## config.mk

```make
export PLATFORM = sky130hd
export DESIGN_NAME = motor_control
export DESIGN_NICKNAME = d
export VERILOG_FILES = /design/src/rtl/motor_cfg_pkg.sv /design/src/rtl/motor_state_pkg.sv /design/src/rtl/fg_debounce.sv /design/src/rtl/motor_pwm_gen.sv /design/src/rtl/motor_drive.sv /design/src/rtl/motor_status_merge.sv /design/src/rtl/motor_control.sv
export SDC_FILE = /design/constraint.sdc
export NUM_CORES = 1
export LEC_CHECK = 0
export BUFFER_PORTS_ARGS = -buffer_cell sky130_fd_sc_hd__buf_2
export CAP_MARGIN = 10
export CORE_MARGIN = 2
export CORE_UTILIZATION = 35
export CTS_BUF_LIST = sky130_fd_sc_hd__clkbuf_16
export CTS_CLUSTER_SIZE = 8
export DETAILED_ROUTE_END_ITERATION = 10
export GPL_TIMING_DRIVEN = 1
export RECOVER_POWER = 25
export SLEW_MARGIN = 20
export SYNTH_ARGS = -nofsm -noshare
export SYNTH_HDL_FRONTEND = slang
export SYNTH_SLANG_ARGS = --single-unit
```

## constraint.sdc

```tcl
create_clock -name i_clk_50m -period 9.75 [get_ports i_clk_50m]
set_input_delay 1.4625 -clock i_clk_50m [delete_from_list [all_inputs] [get_ports i_clk_50m]]
set_output_delay 1.4625 -clock i_clk_50m [all_outputs]
set_load 0.02 [all_outputs]
```

## src/rtl/motor_cfg_pkg.sv

```systemverilog
// Timing constants assume a 50 MHz clock; stall limits are in clock cycles and sized for simulation
package motor_cfg_pkg;

	// --------------------------------------
	// Input conditioning
	// --------------------------------------

	// Counter width of the debounce stability counter
	localparam int DEJITTER_W = 16;

	// Cycles a new level must hold before it is accepted
	localparam logic [DEJITTER_W-1:0] DEJITTER_CLKS = 16'd16;

	// --------------------------------------
	// Stall limits per motor type
	// --------------------------------------

	// Longest tach gap for the fast motor on channel 1
	localparam logic [31:0] HIGH_SPEED_STALL_CLKS = 32'd400;

	// Slow motor on channel 2 tolerates twice the gap
	localparam logic [31:0] LOW_SPEED_STALL_CLKS = 32'd800;

	// --------------------------------------
	// Data widths
	// --------------------------------------

	// Period and duty settings
	localparam int PWM_W = 16;

	// Measured tach period
	localparam int SPEED_W = 32;

endpackage

```

## src/rtl/motor_state_pkg.sv

```systemverilog
// Run state encoding is shared by the drive and the merge; the numeric order carries no meaning
package motor_state_pkg;

	// Channel run state
	// MS_OFF     switch low, drive idle
	// MS_SPINUP  switch high, waiting for two tach edges
	// MS_RUN     tach edges arriving inside the stall limit
	// MS_STALL   tach gap reached the limit, left only by switching off
	// MS_FAULT   alarm line high, PWM forced low
	typedef enum logic [2:0] {
		MS_OFF    = 3'd0,
		MS_SPINUP = 3'd1,
		MS_RUN    = 3'd2,
		MS_STALL  = 3'd3,
		MS_FAULT  = 3'd4
	} motor_state_e;

endpackage

```

## src/rtl/fg_debounce.sv

```systemverilog
// Input is asynchronous and slow; pulses shorter than DEJITTER_CLKS cycles are dropped, latency 2 + DEJITTER_CLKS
`timescale 1ns/1ps

module fg_debounce #(
	parameter logic [motor_cfg_pkg::DEJITTER_W-1:0] DEJITTER_CLKS = motor_cfg_pkg::DEJITTER_CLKS
) (
	input  logic i_clk_50m,
	input  logic i_rst,
	input  logic i_signal,
	output logic o_signal
);

	// Last count value before the output flips
	localparam logic [motor_cfg_pkg::DEJITTER_W-1:0] CNT_LAST = DEJITTER_CLKS - 1'b1;

	logic                                  sync1_q;
	logic                                  sync2_q;
	logic [motor_cfg_pkg::DEJITTER_W-1:0]  cnt_q;

	// Two flop synchronizer
	// Stability counter runs only while the synced line differs from the output
	always_ff @(posedge i_clk_50m) begin
		if (i_rst) begin
			sync1_q  <= 1'b0;
			sync2_q  <= 1'b0;
			cnt_q    <= '0;
			o_signal <= 1'b0;
		end else begin
			sync1_q <= i_signal;
			sync2_q <= sync1_q;
			if (sync2_q == o_signal) begin
				// Glitch gone, start over
				cnt_q <= '0;
			end else if (cnt_q == CNT_LAST) begin
				cnt_q    <= '0;
				o_signal <= sync2_q;
			end else begin
				cnt_q <= cnt_q + 1'b1;
			end
		end
	end

	// Output only moves after a full stable window
	a_stable_window: assert property (@(posedge i_clk_50m) disable iff (i_rst)
		!$stable(o_signal) |-> ($past(cnt_q) == CNT_LAST));

endmodule

```

## src/rtl/motor_pwm_gen.sv

```systemverilog
// Output is registered; period 0 gives constant low, duty >= period constant high, updates at period wrap
`timescale 1ns/1ps

module motor_pwm_gen (
	input  logic                              i_clk_50m,
	input  logic                              i_rst,
	input  logic                              i_enable,
	input  logic [motor_cfg_pkg::PWM_W-1:0]   i_period,
	input  logic [motor_cfg_pkg::PWM_W-1:0]   i_duty,
	output logic                              o_pwm,
	output logic [motor_cfg_pkg::PWM_W-1:0]   o_pwm_value
);

	logic [motor_cfg_pkg::PWM_W-1:0] cnt_q;
	logic [motor_cfg_pkg::PWM_W-1:0] cnt_d;
	logic [motor_cfg_pkg::PWM_W-1:0] per_q;
	logic [motor_cfg_pkg::PWM_W-1:0] per_d;
	logic [motor_cfg_pkg::PWM_W-1:0] duty_q;
	logic [motor_cfg_pkg::PWM_W-1:0] duty_d;
	logic                            wrap;
	logic                            pwm_d;

	// --------------------------------------
	// Counter and shadow update
	// --------------------------------------
	always_comb begin
		// Last cycle of the period, or no period at all
		wrap = (per_q == '0) || (cnt_q >= per_q - 1'b1);
		if (!i_enable || wrap) begin
			// Shadows pick up new settings as the count enters zero
			cnt_d  = '0;
			per_d  = i_period;
			duty_d = i_duty;
		end else begin
			cnt_d  = cnt_q + 1'b1;
			per_d  = per_q;
			duty_d = duty_q;
		end
		// High for the first duty counts of each period
		pwm_d = i_enable && (per_d != '0) && (cnt_d < duty_d);
	end

	always_ff @(posedge i_clk_50m) begin
		if (i_rst) begin
			cnt_q  <= '0;
			per_q  <= '0;
			duty_q <= '0;
			o_pwm  <= 1'b0;
		end else begin
			cnt_q  <= cnt_d;
			per_q  <= per_d;
			duty_q <= duty_d;
			o_pwm  <= pwm_d;
		end
	end

	// Applied duty, not the requested one
	assign o_pwm_value = duty_q;

	// Drive is dead the cycle after enable drops
	a_off_low: assert property (@(posedge i_clk_50m) disable iff (i_rst)
		!i_enable |=> !o_pwm);

endmodule

```

## src/rtl/motor_drive.sv

```systemverilog
// One channel; tach period counts rising FG edges only, stall and fault clear only by switching off
`timescale 1ns/1ps

module motor_drive #(
	parameter logic [31:0] STALL_CLKS = motor_cfg_pkg::HIGH_SPEED_STALL_CLKS
) (
	input  logic                                i_clk_50m,
	input  logic                                i_rst,
	input  logic                                i_motor_sw,
	input  logic                                i_motor_fg,
	input  logic                                i_motor_rd,
	input  logic [motor_cfg_pkg::PWM_W-1:0]     i_freq_motor,
	input  logic [motor_cfg_pkg::PWM_W-1:0]     i_motor_pwm_setval,
	output logic                                o_motor_pwm,
	output logic [motor_cfg_pkg::PWM_W-1:0]     o_pwm_value,
	output logic [motor_cfg_pkg::SPEED_W-1:0]   o_actual_speed,
	output motor_state_pkg::motor_state_e       o_motor_state
);

	logic                                 fg_db;
	logic                                 rd_db;
	logic                                 fg_db_q;
	logic                                 fg_rise;
	logic                                 fg_seen_q;
	logic                                 stall_hit;
	logic                                 pwm_en;
	logic [motor_cfg_pkg::SPEED_W-1:0]    gap_cnt_q;
	logic [motor_cfg_pkg::SPEED_W-1:0]    speed_q;
	motor_state_pkg::motor_state_e        state_q;
	motor_state_pkg::motor_state_e        state_d;

	// --------------------------------------
	// Input cleanup
	// --------------------------------------
	fg_debounce #(
		.DEJITTER_CLKS ( motor_cfg_pkg::DEJITTER_CLKS )
	) u_fg_debounce (
		.i_clk_50m     ( i_clk_50m  ),
		.i_rst         ( i_rst      ),
		.i_signal      ( i_motor_fg ),
		.o_signal      ( fg_db      )
	);

	fg_debounce #(
		.DEJITTER_CLKS ( motor_cfg_pkg::DEJITTER_CLKS )
	) u_rd_debounce (
		.i_clk_50m     ( i_clk_50m  ),
		.i_rst         ( i_rst      ),
		.i_signal      ( i_motor_rd ),
		.o_signal      ( rd_db      )
	);

	// Rising edge of the clean tach line
	assign fg_rise = fg_db && !fg_db_q;

	// Gap since last edge, or since switch-on before the first one
	assign stall_hit = (gap_cnt_q >= STALL_CLKS);

	// --------------------------------------
	// Tach period measurement
	// --------------------------------------
	always_ff @(posedge i_clk_50m) begin
		if (i_rst) begin
			fg_db_q   <= 1'b0;
			fg_seen_q <= 1'b0;
			gap_cnt_q <= '0;
			speed_q   <= '0;
		end else begin
			fg_db_q <= fg_db;
			if (state_q == motor_state_pkg::MS_OFF) begin
				gap_cnt_q <= '0;
				fg_seen_q <= 1'b0;
			end else if (fg_rise) begin
				// Count of 1 on the edge makes the next load equal the spacing
				gap_cnt_q <= motor_cfg_pkg::SPEED_W'(1);
				fg_seen_q <= 1'b1;
			end else if (gap_cnt_q != '1) begin
				gap_cnt_q <= gap_cnt_q + 1'b1;
			end
			if (fg_rise) begin
				speed_q <= gap_cnt_q;
			end
		end
	end

	// --------------------------------------
	// Run state FSM
	// --------------------------------------
	always_comb begin
		state_d = state_q;
		if (!i_motor_sw) begin
			state_d = motor_state_pkg::MS_OFF;
		end else if (rd_db) begin
			// Alarm wins over stall
			state_d = motor_state_pkg::MS_FAULT;
		end else begin
			case (state_q)
				motor_state_pkg::MS_OFF: state_d = motor_state_pkg::MS_SPINUP;
				motor_state_pkg::MS_SPINUP: begin
					if (stall_hit) begin
						state_d = motor_state_pkg::MS_STALL;
					end else if (fg_rise && fg_seen_q) begin
						// Second clean edge
						state_d = motor_state_pkg::MS_RUN;
					end
				end
				motor_state_pkg::MS_RUN: begin
					if (stall_hit) begin
						state_d = motor_state_pkg::MS_STALL;
					end
				end
				// Stall and fault hold until switch-off
				default: state_d = state_q;
			endcase
		end
	end

	always_ff @(posedge i_clk_50m) begin
		if (i_rst) begin
			state_q <= motor_state_pkg::MS_OFF;
		end else begin
			state_q <= state_d;
		end
	end

	// Alarm cuts the drive
	assign pwm_en = i_motor_sw && (state_q != motor_state_pkg::MS_FAULT);

	motor_pwm_gen u_pwm_gen (
		.i_clk_50m   ( i_clk_50m          ),
		.i_rst       ( i_rst              ),
		.i_enable    ( pwm_en             ),
		.i_period    ( i_freq_motor       ),
		.i_duty      ( i_motor_pwm_setval ),
		.o_pwm       ( o_motor_pwm        ),
		.o_pwm_value ( o_pwm_value        )
	);

	assign o_actual_speed = speed_q;
	assign o_motor_state  = state_q;

	// Run needs a spin-up phase first
	a_no_direct_run: assert property (@(posedge i_clk_50m) disable iff (i_rst)
		(state_q == motor_state_pkg::MS_OFF) |=> (state_q != motor_state_pkg::MS_RUN));

endmodule

```

## src/rtl/motor_status_merge.sv

```systemverilog
// Outputs lag the channel states by one cycle; a fault on any channel also blocks measurement
`timescale 1ns/1ps

module motor_status_merge (
	input  logic                            i_clk_50m,
	input  logic                            i_rst,
	input  logic [1:0]                      i_motor_sw,
	input  motor_state_pkg::motor_state_e   i_state1,
	input  motor_state_pkg::motor_state_e   i_state2,
	output logic                            o_measure_en,
	output logic                            o_fault_any
);

	logic fault_d;
	logic ready1;
	logic ready2;

	// Stall or alarm on either side
	assign fault_d = (i_state1 == motor_state_pkg::MS_STALL) ||
	                 (i_state1 == motor_state_pkg::MS_FAULT) ||
	                 (i_state2 == motor_state_pkg::MS_STALL) ||
	                 (i_state2 == motor_state_pkg::MS_FAULT);

	// Switched-off channel does not hold up measurement
	assign ready1 = !i_motor_sw[0] || (i_state1 == motor_state_pkg::MS_RUN);
	assign ready2 = !i_motor_sw[1] || (i_state2 == motor_state_pkg::MS_RUN);

	always_ff @(posedge i_clk_50m) begin
		if (i_rst) begin
			o_measure_en <= 1'b0;
			o_fault_any  <= 1'b0;
		end else begin
			o_measure_en <= (|i_motor_sw) && ready1 && ready2 && !fault_d;
			o_fault_any  <= fault_d;
		end
	end

	// Never measure through a fault
	a_exclusive: assert property (@(posedge i_clk_50m) disable iff (i_rst)
		!(o_measure_en && o_fault_any));

endmodule

```

## src/rtl/motor_control.sv

```systemverilog
// Channel 1 expects the fast motor and channel 2 the slow one; all inputs may be asynchronous
`timescale 1ns/1ps

module motor_control (
	input  logic                                i_clk_50m,
	input  logic                                i_rst,
	input  logic [1:0]                          i_motor_sw,
	input  logic                                i_motor_fg1,
	input  logic                                i_motor_fg2,
	input  logic                                i_motor_rd1,
	input  logic                                i_motor_rd2,
	input  logic [motor_cfg_pkg::PWM_W-1:0]     i_freq_motor1,
	input  logic [motor_cfg_pkg::PWM_W-1:0]     i_freq_motor2,
	input  logic [motor_cfg_pkg::PWM_W-1:0]     i_motor_pwm_setval1,
	input  logic [motor_cfg_pkg::PWM_W-1:0]     i_motor_pwm_setval2,
	output logic                                o_motor_pwm1,
	output logic                                o_motor_pwm2,
	output logic [motor_cfg_pkg::PWM_W-1:0]     o_pwm_value1,
	output logic [motor_cfg_pkg::PWM_W-1:0]     o_pwm_value2,
	output logic [motor_cfg_pkg::SPEED_W-1:0]   o_actual_speed1,
	output logic [motor_cfg_pkg::SPEED_W-1:0]   o_actual_speed2,
	output motor_state_pkg::motor_state_e       o_motor_state1,
	output motor_state_pkg::motor_state_e       o_motor_state2,
	output logic                                o_measure_en,
	output logic                                o_fault_any
);

	// --------------------------------------
	// Channel 1, fast motor
	// --------------------------------------
	motor_drive #(
		.STALL_CLKS         ( motor_cfg_pkg::HIGH_SPEED_STALL_CLKS )
	) u1_motor_drive (
		.i_clk_50m          ( i_clk_50m           ),
		.i_rst              ( i_rst               ),
		.i_motor_sw         ( i_motor_sw[0]       ),
		.i_motor_fg         ( i_motor_fg1         ),
		.i_motor_rd         ( i_motor_rd1         ),
		.i_freq_motor       ( i_freq_motor1       ),
		.i_motor_pwm_setval ( i_motor_pwm_setval1 ),
		.o_motor_pwm        ( o_motor_pwm1        ),
		.o_pwm_value        ( o_pwm_value1        ),
		.o_actual_speed     ( o_actual_speed1     ),
		.o_motor_state      ( o_motor_state1      )
	);

	// --------------------------------------
	// Channel 2, slow motor
	// --------------------------------------
	motor_drive #(
		.STALL_CLKS         ( motor_cfg_pkg::LOW_SPEED_STALL_CLKS )
	) u2_motor_drive (
		.i_clk_50m          ( i_clk_50m           ),
		.i_rst              ( i_rst               ),
		.i_motor_sw         ( i_motor_sw[1]       ),
		.i_motor_fg         ( i_motor_fg2         ),
		.i_motor_rd         ( i_motor_rd2         ),
		.i_freq_motor       ( i_freq_motor2       ),
		.i_motor_pwm_setval ( i_motor_pwm_setval2 ),
		.o_motor_pwm        ( o_motor_pwm2        ),
		.o_pwm_value        ( o_pwm_value2        ),
		.o_actual_speed     ( o_actual_speed2     ),
		.o_motor_state      ( o_motor_state2      )
	);

	// Both states feed the summary
	motor_status_merge u_status_merge (
		.i_clk_50m          ( i_clk_50m      ),
		.i_rst              ( i_rst          ),
		.i_motor_sw         ( i_motor_sw     ),
		.i_state1           ( o_motor_state1 ),
		.i_state2           ( o_motor_state2 ),
		.o_measure_en       ( o_measure_en   ),
		.o_fault_any        ( o_fault_any    )
	);

endmodule

```

==> summary.md <==
## Timing
- no — RSZ-0062 raised after global routing
- 0.0180 ns — worst clock skew on the final layout
- 0 — final hold violation count
- 6.06 ns — minimum clock period
- 165 MHz — fmax
- -90.4% — remaining max-slew budget at the tightest pin
- 0 — setup violation total in the final timing report
- 0 ns — Total Negative Setup Slacks
- 160 — max-slew violations
- 2.86 ns — worst slew pin tran
- 62.2% — fin crit share

## Finish
- 13.0% — proportion of layout cells with a drive suffix above 1
- 0 — total inserted antenna cells
- 16.7% — area growth from synthesis to layout
- 2,009 — final net count
- 2,400 — number of standard cells in the final layout excluding fillers

## Drt
- 5 — detailed-router iteration count before antenna repair
- 0 — number of design rule violations left after detail routing
- 15.0 um — Routed WL per cell
- 593 — number of violations reported at the end of detailed-routing iteration 0
- 36,000 um — WL final
- 5.04 — detail-routed via count per cell
- 0 — post-route antenna net violation count
- 12,092 — via total after detailed routing

## Clock network
- 0.05 ns — Reg clk slew, reported paths
- 0 — post-CTS repair timing setup buffer count
- clkbuf_16 — library cell used as clock root buffer
- 0 — number of buffers inserted by hold repair at cts
- 3 — Clock Path Buffers
- 2 — level count of the clock H-tree
- 45 — number of buffers created by CTS
- 0 — post-cts gate resize count
- 0.55 ns — worst-skew pair later-pin latency
- 314 — clk sink count
- yes — CTS tree

## Floorplanning
- 74 — site row count
- 0.0409 mm^2 — core region area
- 208 um — width of the chip
- 0.0433 mm^2 — overall die area
- 35.6% — initial cell density of the core
- 178 — total I/O pin count
- 208 um — Die Ht

## Worst setup path
- in2reg — worst setup path category
- flip-flop — endpoint type of the worst setup path
- 65 — largest fanout on the critical path
- input port — Worst Setup Start Kind
- 10.15 ns — Worst Path Required
- 6.46 ns — Arrival @ worst endpoint

## Placement
- 2,348 — Placed Cells incl. Taps
- 0.845 — Final GP Congestion
- 26,000 um — post-detailed-placement half-perimeter wirelength
- 177 — number of input and output port buffers inserted

## Power and ir drop
- 197 mW/mm^2 — Cell Pwr Density
- 6.81 nW — leakage power summed over all cells
- 0.119 mV — worst ir drop on vdd

## Yosys
- 1,694 — Mapped Cells
- 314 — Seq cells post-synth
- 0 — EDFF count, synth
- 1,840 — synthesized netlist net count
- dfxtp_1 43%, nor2_1 7.7%, ha_1 6.4% — top post-synthesis cells by area
- 0 — Ys Warns
- 43.1% — post-synthesis sequential area ratio
- dfxtp_1 — area leader, netlist
- 8.60 um^2 — average cell area after synthesis
- 0% — Async SR Flop Fraction
- dfxtp_1 — Synth Flop Type
- 0.0146 mm^2 — summed instance area of the synthesized netlist
- 43.1% — top cell type's share of synthesized area
- 55 — unique cell type count in the Yosys netlist

## Flow run
- 3 — max-cap violations

## Global route
- 59,600 um — global-route wire length before repair
- 0 — global-route congestion overflow total
- 11,883 — vias in the first global route
- 16.4% — Tot GR Track Use
- 0 — initial antenna violation count
- 66 — largest net degree at the start of global routing

## Status
- capacitance limit, slew limit — violated checks
- finished with violations — result of the run

## Min path
- reg2reg — worst hold path type

==> kinds of logic (layout without fill, tap and decap cells) <==
family	count (synthesis)	count (layout)	share of synthesized area [%]
buf+inv	95	269	3.15
mux	68	68	4.67
fa+ha+maj	74	74	6.35
flops	314	314	43.1
xor+xnor	165	165	9.91
simple gates	812	812	26.0
compound gates	166	166	6.79
==> state kept, by name, summed over array words and instances, names as in the netlist, 3 cells and up <==
signal and cells:
u2_motor_drive.u_fg_debounce.cnt_q 16, u1_motor_drive.o_actual_speed 32, u1_motor_drive.o_motor_state 3, u1_motor_drive.u_rd_debounce.cnt_q 16, u2_motor_drive.u_rd_debounce.cnt_q 16, u2_motor_drive.u_pwm_gen.o_pwm_value 16
u2_motor_drive.o_actual_speed 32, u2_motor_drive.u_pwm_gen.per_q 16, u2_motor_drive.gap_cnt_q 32, u2_motor_drive.o_motor_state 3, u1_motor_drive.u_fg_debounce.cnt_q 16, u1_motor_drive.u_pwm_gen.per_q 16
u2_motor_drive.u_pwm_gen.cnt_q 16, u1_motor_drive.gap_cnt_q 32, u1_motor_drive.u_pwm_gen.cnt_q 16, u1_motor_drive.u_pwm_gen.o_pwm_value 16
==> synth_stat cells (3+ instances only) <==
library cell  count
a2111oi_0         4
a211o_1           3
a211oi_1          3
a21o_1            9
a21oi_1          96
a31oi_1           3
and2_1            5
and3_1           43
and4_1           12
buf_1             3
buf_4             5
buf_6             5
clkbuf_1         46
dfxtp_1         314
ha_1             74
inv_1            31
mux2i_1          68
nand2_1         197
nand2b_1          5
nand3_1          71
nand4_1          58
nor2_1          299
nor2b_1          14
nor3_1           31
nor3b_1           6
nor4_1           35
nor4_2            3
o211ai_1          4
o21a_1            7
o21ai_0          20
o31ai_1           3
or2_2             3
or3_1            17
or4_1             5
xnor2_1          64
xor2_1          101
==> area by class of cell <==
type / count / area [um^2]
Fill cell: 4161 / 23900
Clock inverter: 7 / 36.3
Sequential cell: 314 / 6290
Timing Repair Buffer: 186 / 945
Tap cell: 532 / 666
Inverter: 31 / 116
Multi-Input combinational cell: 1285 / 7840
Clock buffer: 45 / 1130
==> layer usage <==
| layer | part of all wire, % | GRT usage, % | vias up |
|---|---|---|---|
| met1 | 46 | 21.2 | 5655 |
| met4 | 2.2 | 5.31 | 0 |
| met2 | 46 | 27.0 | 217 |
| met5 | 0 | 0 | - |
| met3 | 5.5 | 3.94 | 51 |
| li1 | - | - | 6169 |
==> per-stage QoR <==
step / utilization, % / area [um^2] / worst slack [ns] / total power, W / hold slack (ns)
2_1_floorplan: - / 14600 / 5.29 / 0.00189 / 0.413
3_3_place_gp: 38.8 / 15900 / 4.48 / 0.00201 / 0.427
3_5_place_dp: 38.8 / 15900 / 4.24 / 0.00203 / 0.427
4_1_cts: 41.6 / 17000 / 4.20 / 0.00341 / 0.438
5_1_grt: 41.6 / 17000 / 3.03 / 0.00353 / 0.451
6_report: 41.6 / 17000 / 3.69 / 0.00336 / 0.432
==> critical path, cell delays in order <==
cell and delay [ns]:
clkbuf_1 1.47, clkbuf_1 2.11, nor2_1 0.29, nand2_1 0.94
nor2_1 0.11
==> where the power goes <==
group,switching (W),internal [W],leakage [nW]
Sequential,0.0000586,0.00134,2.54
Combinational,0.000352,0.000255,3.68
Clock,0.000541,0.000809,0.586
==> worst paths after layout <==
path / slack, ns / cells after the start / startpoint / end
setup / recovery: 3.69 / 5 / i_rst / u2_motor_drive.gap_cnt_q[27]
hold / removal: 0.43 / 1 / u2_motor_drive.u_rd_debounce.sync1_q / u2_motor_drive.u_rd_debounce.sync2_q
setup reg to reg: 4.24 / 19 / u2_motor_drive.u_pwm_gen.per_q[3] / u2_motor_drive.u_pwm_gen.o_pwm
hold reg to reg: 0.43 / 1 / u2_motor_drive.u_rd_debounce.sync1_q / u2_motor_drive.u_rd_debounce.sync2_q
==> layout by cell type (no fill, tap or decap), types with 4 or more instances in the layout <==
cell type	netlist	layout
nand4_1	58	58
and4_1	12	12
nand2_1	197	196
and3_1	43	43
o21ai_0	20	20
nand3_1	71	71
xnor2_1	64	64
nor3b_1	6	6
nor4_1	35	35
a21o_1	9	9
o21a_1	7	7
dfxtp_1	314	314
nor2b_1	14	12
or3_1	17	17
o211ai_1	4	4
or4_1	5	4
ha_1	74	74
nor2_1	299	299
nand2b_1	5	5
xor2_1	101	101
clkbuf_16	0	45
a2111oi_0	4	4
buf_4	5	7
inv_1	31	35
a21oi_1	96	96
nor3_1	31	31
buf_2	2	176
mux2i_1	68	68
and2_1	5	5
No activity file was read; power rests on OpenSTA's default activity.
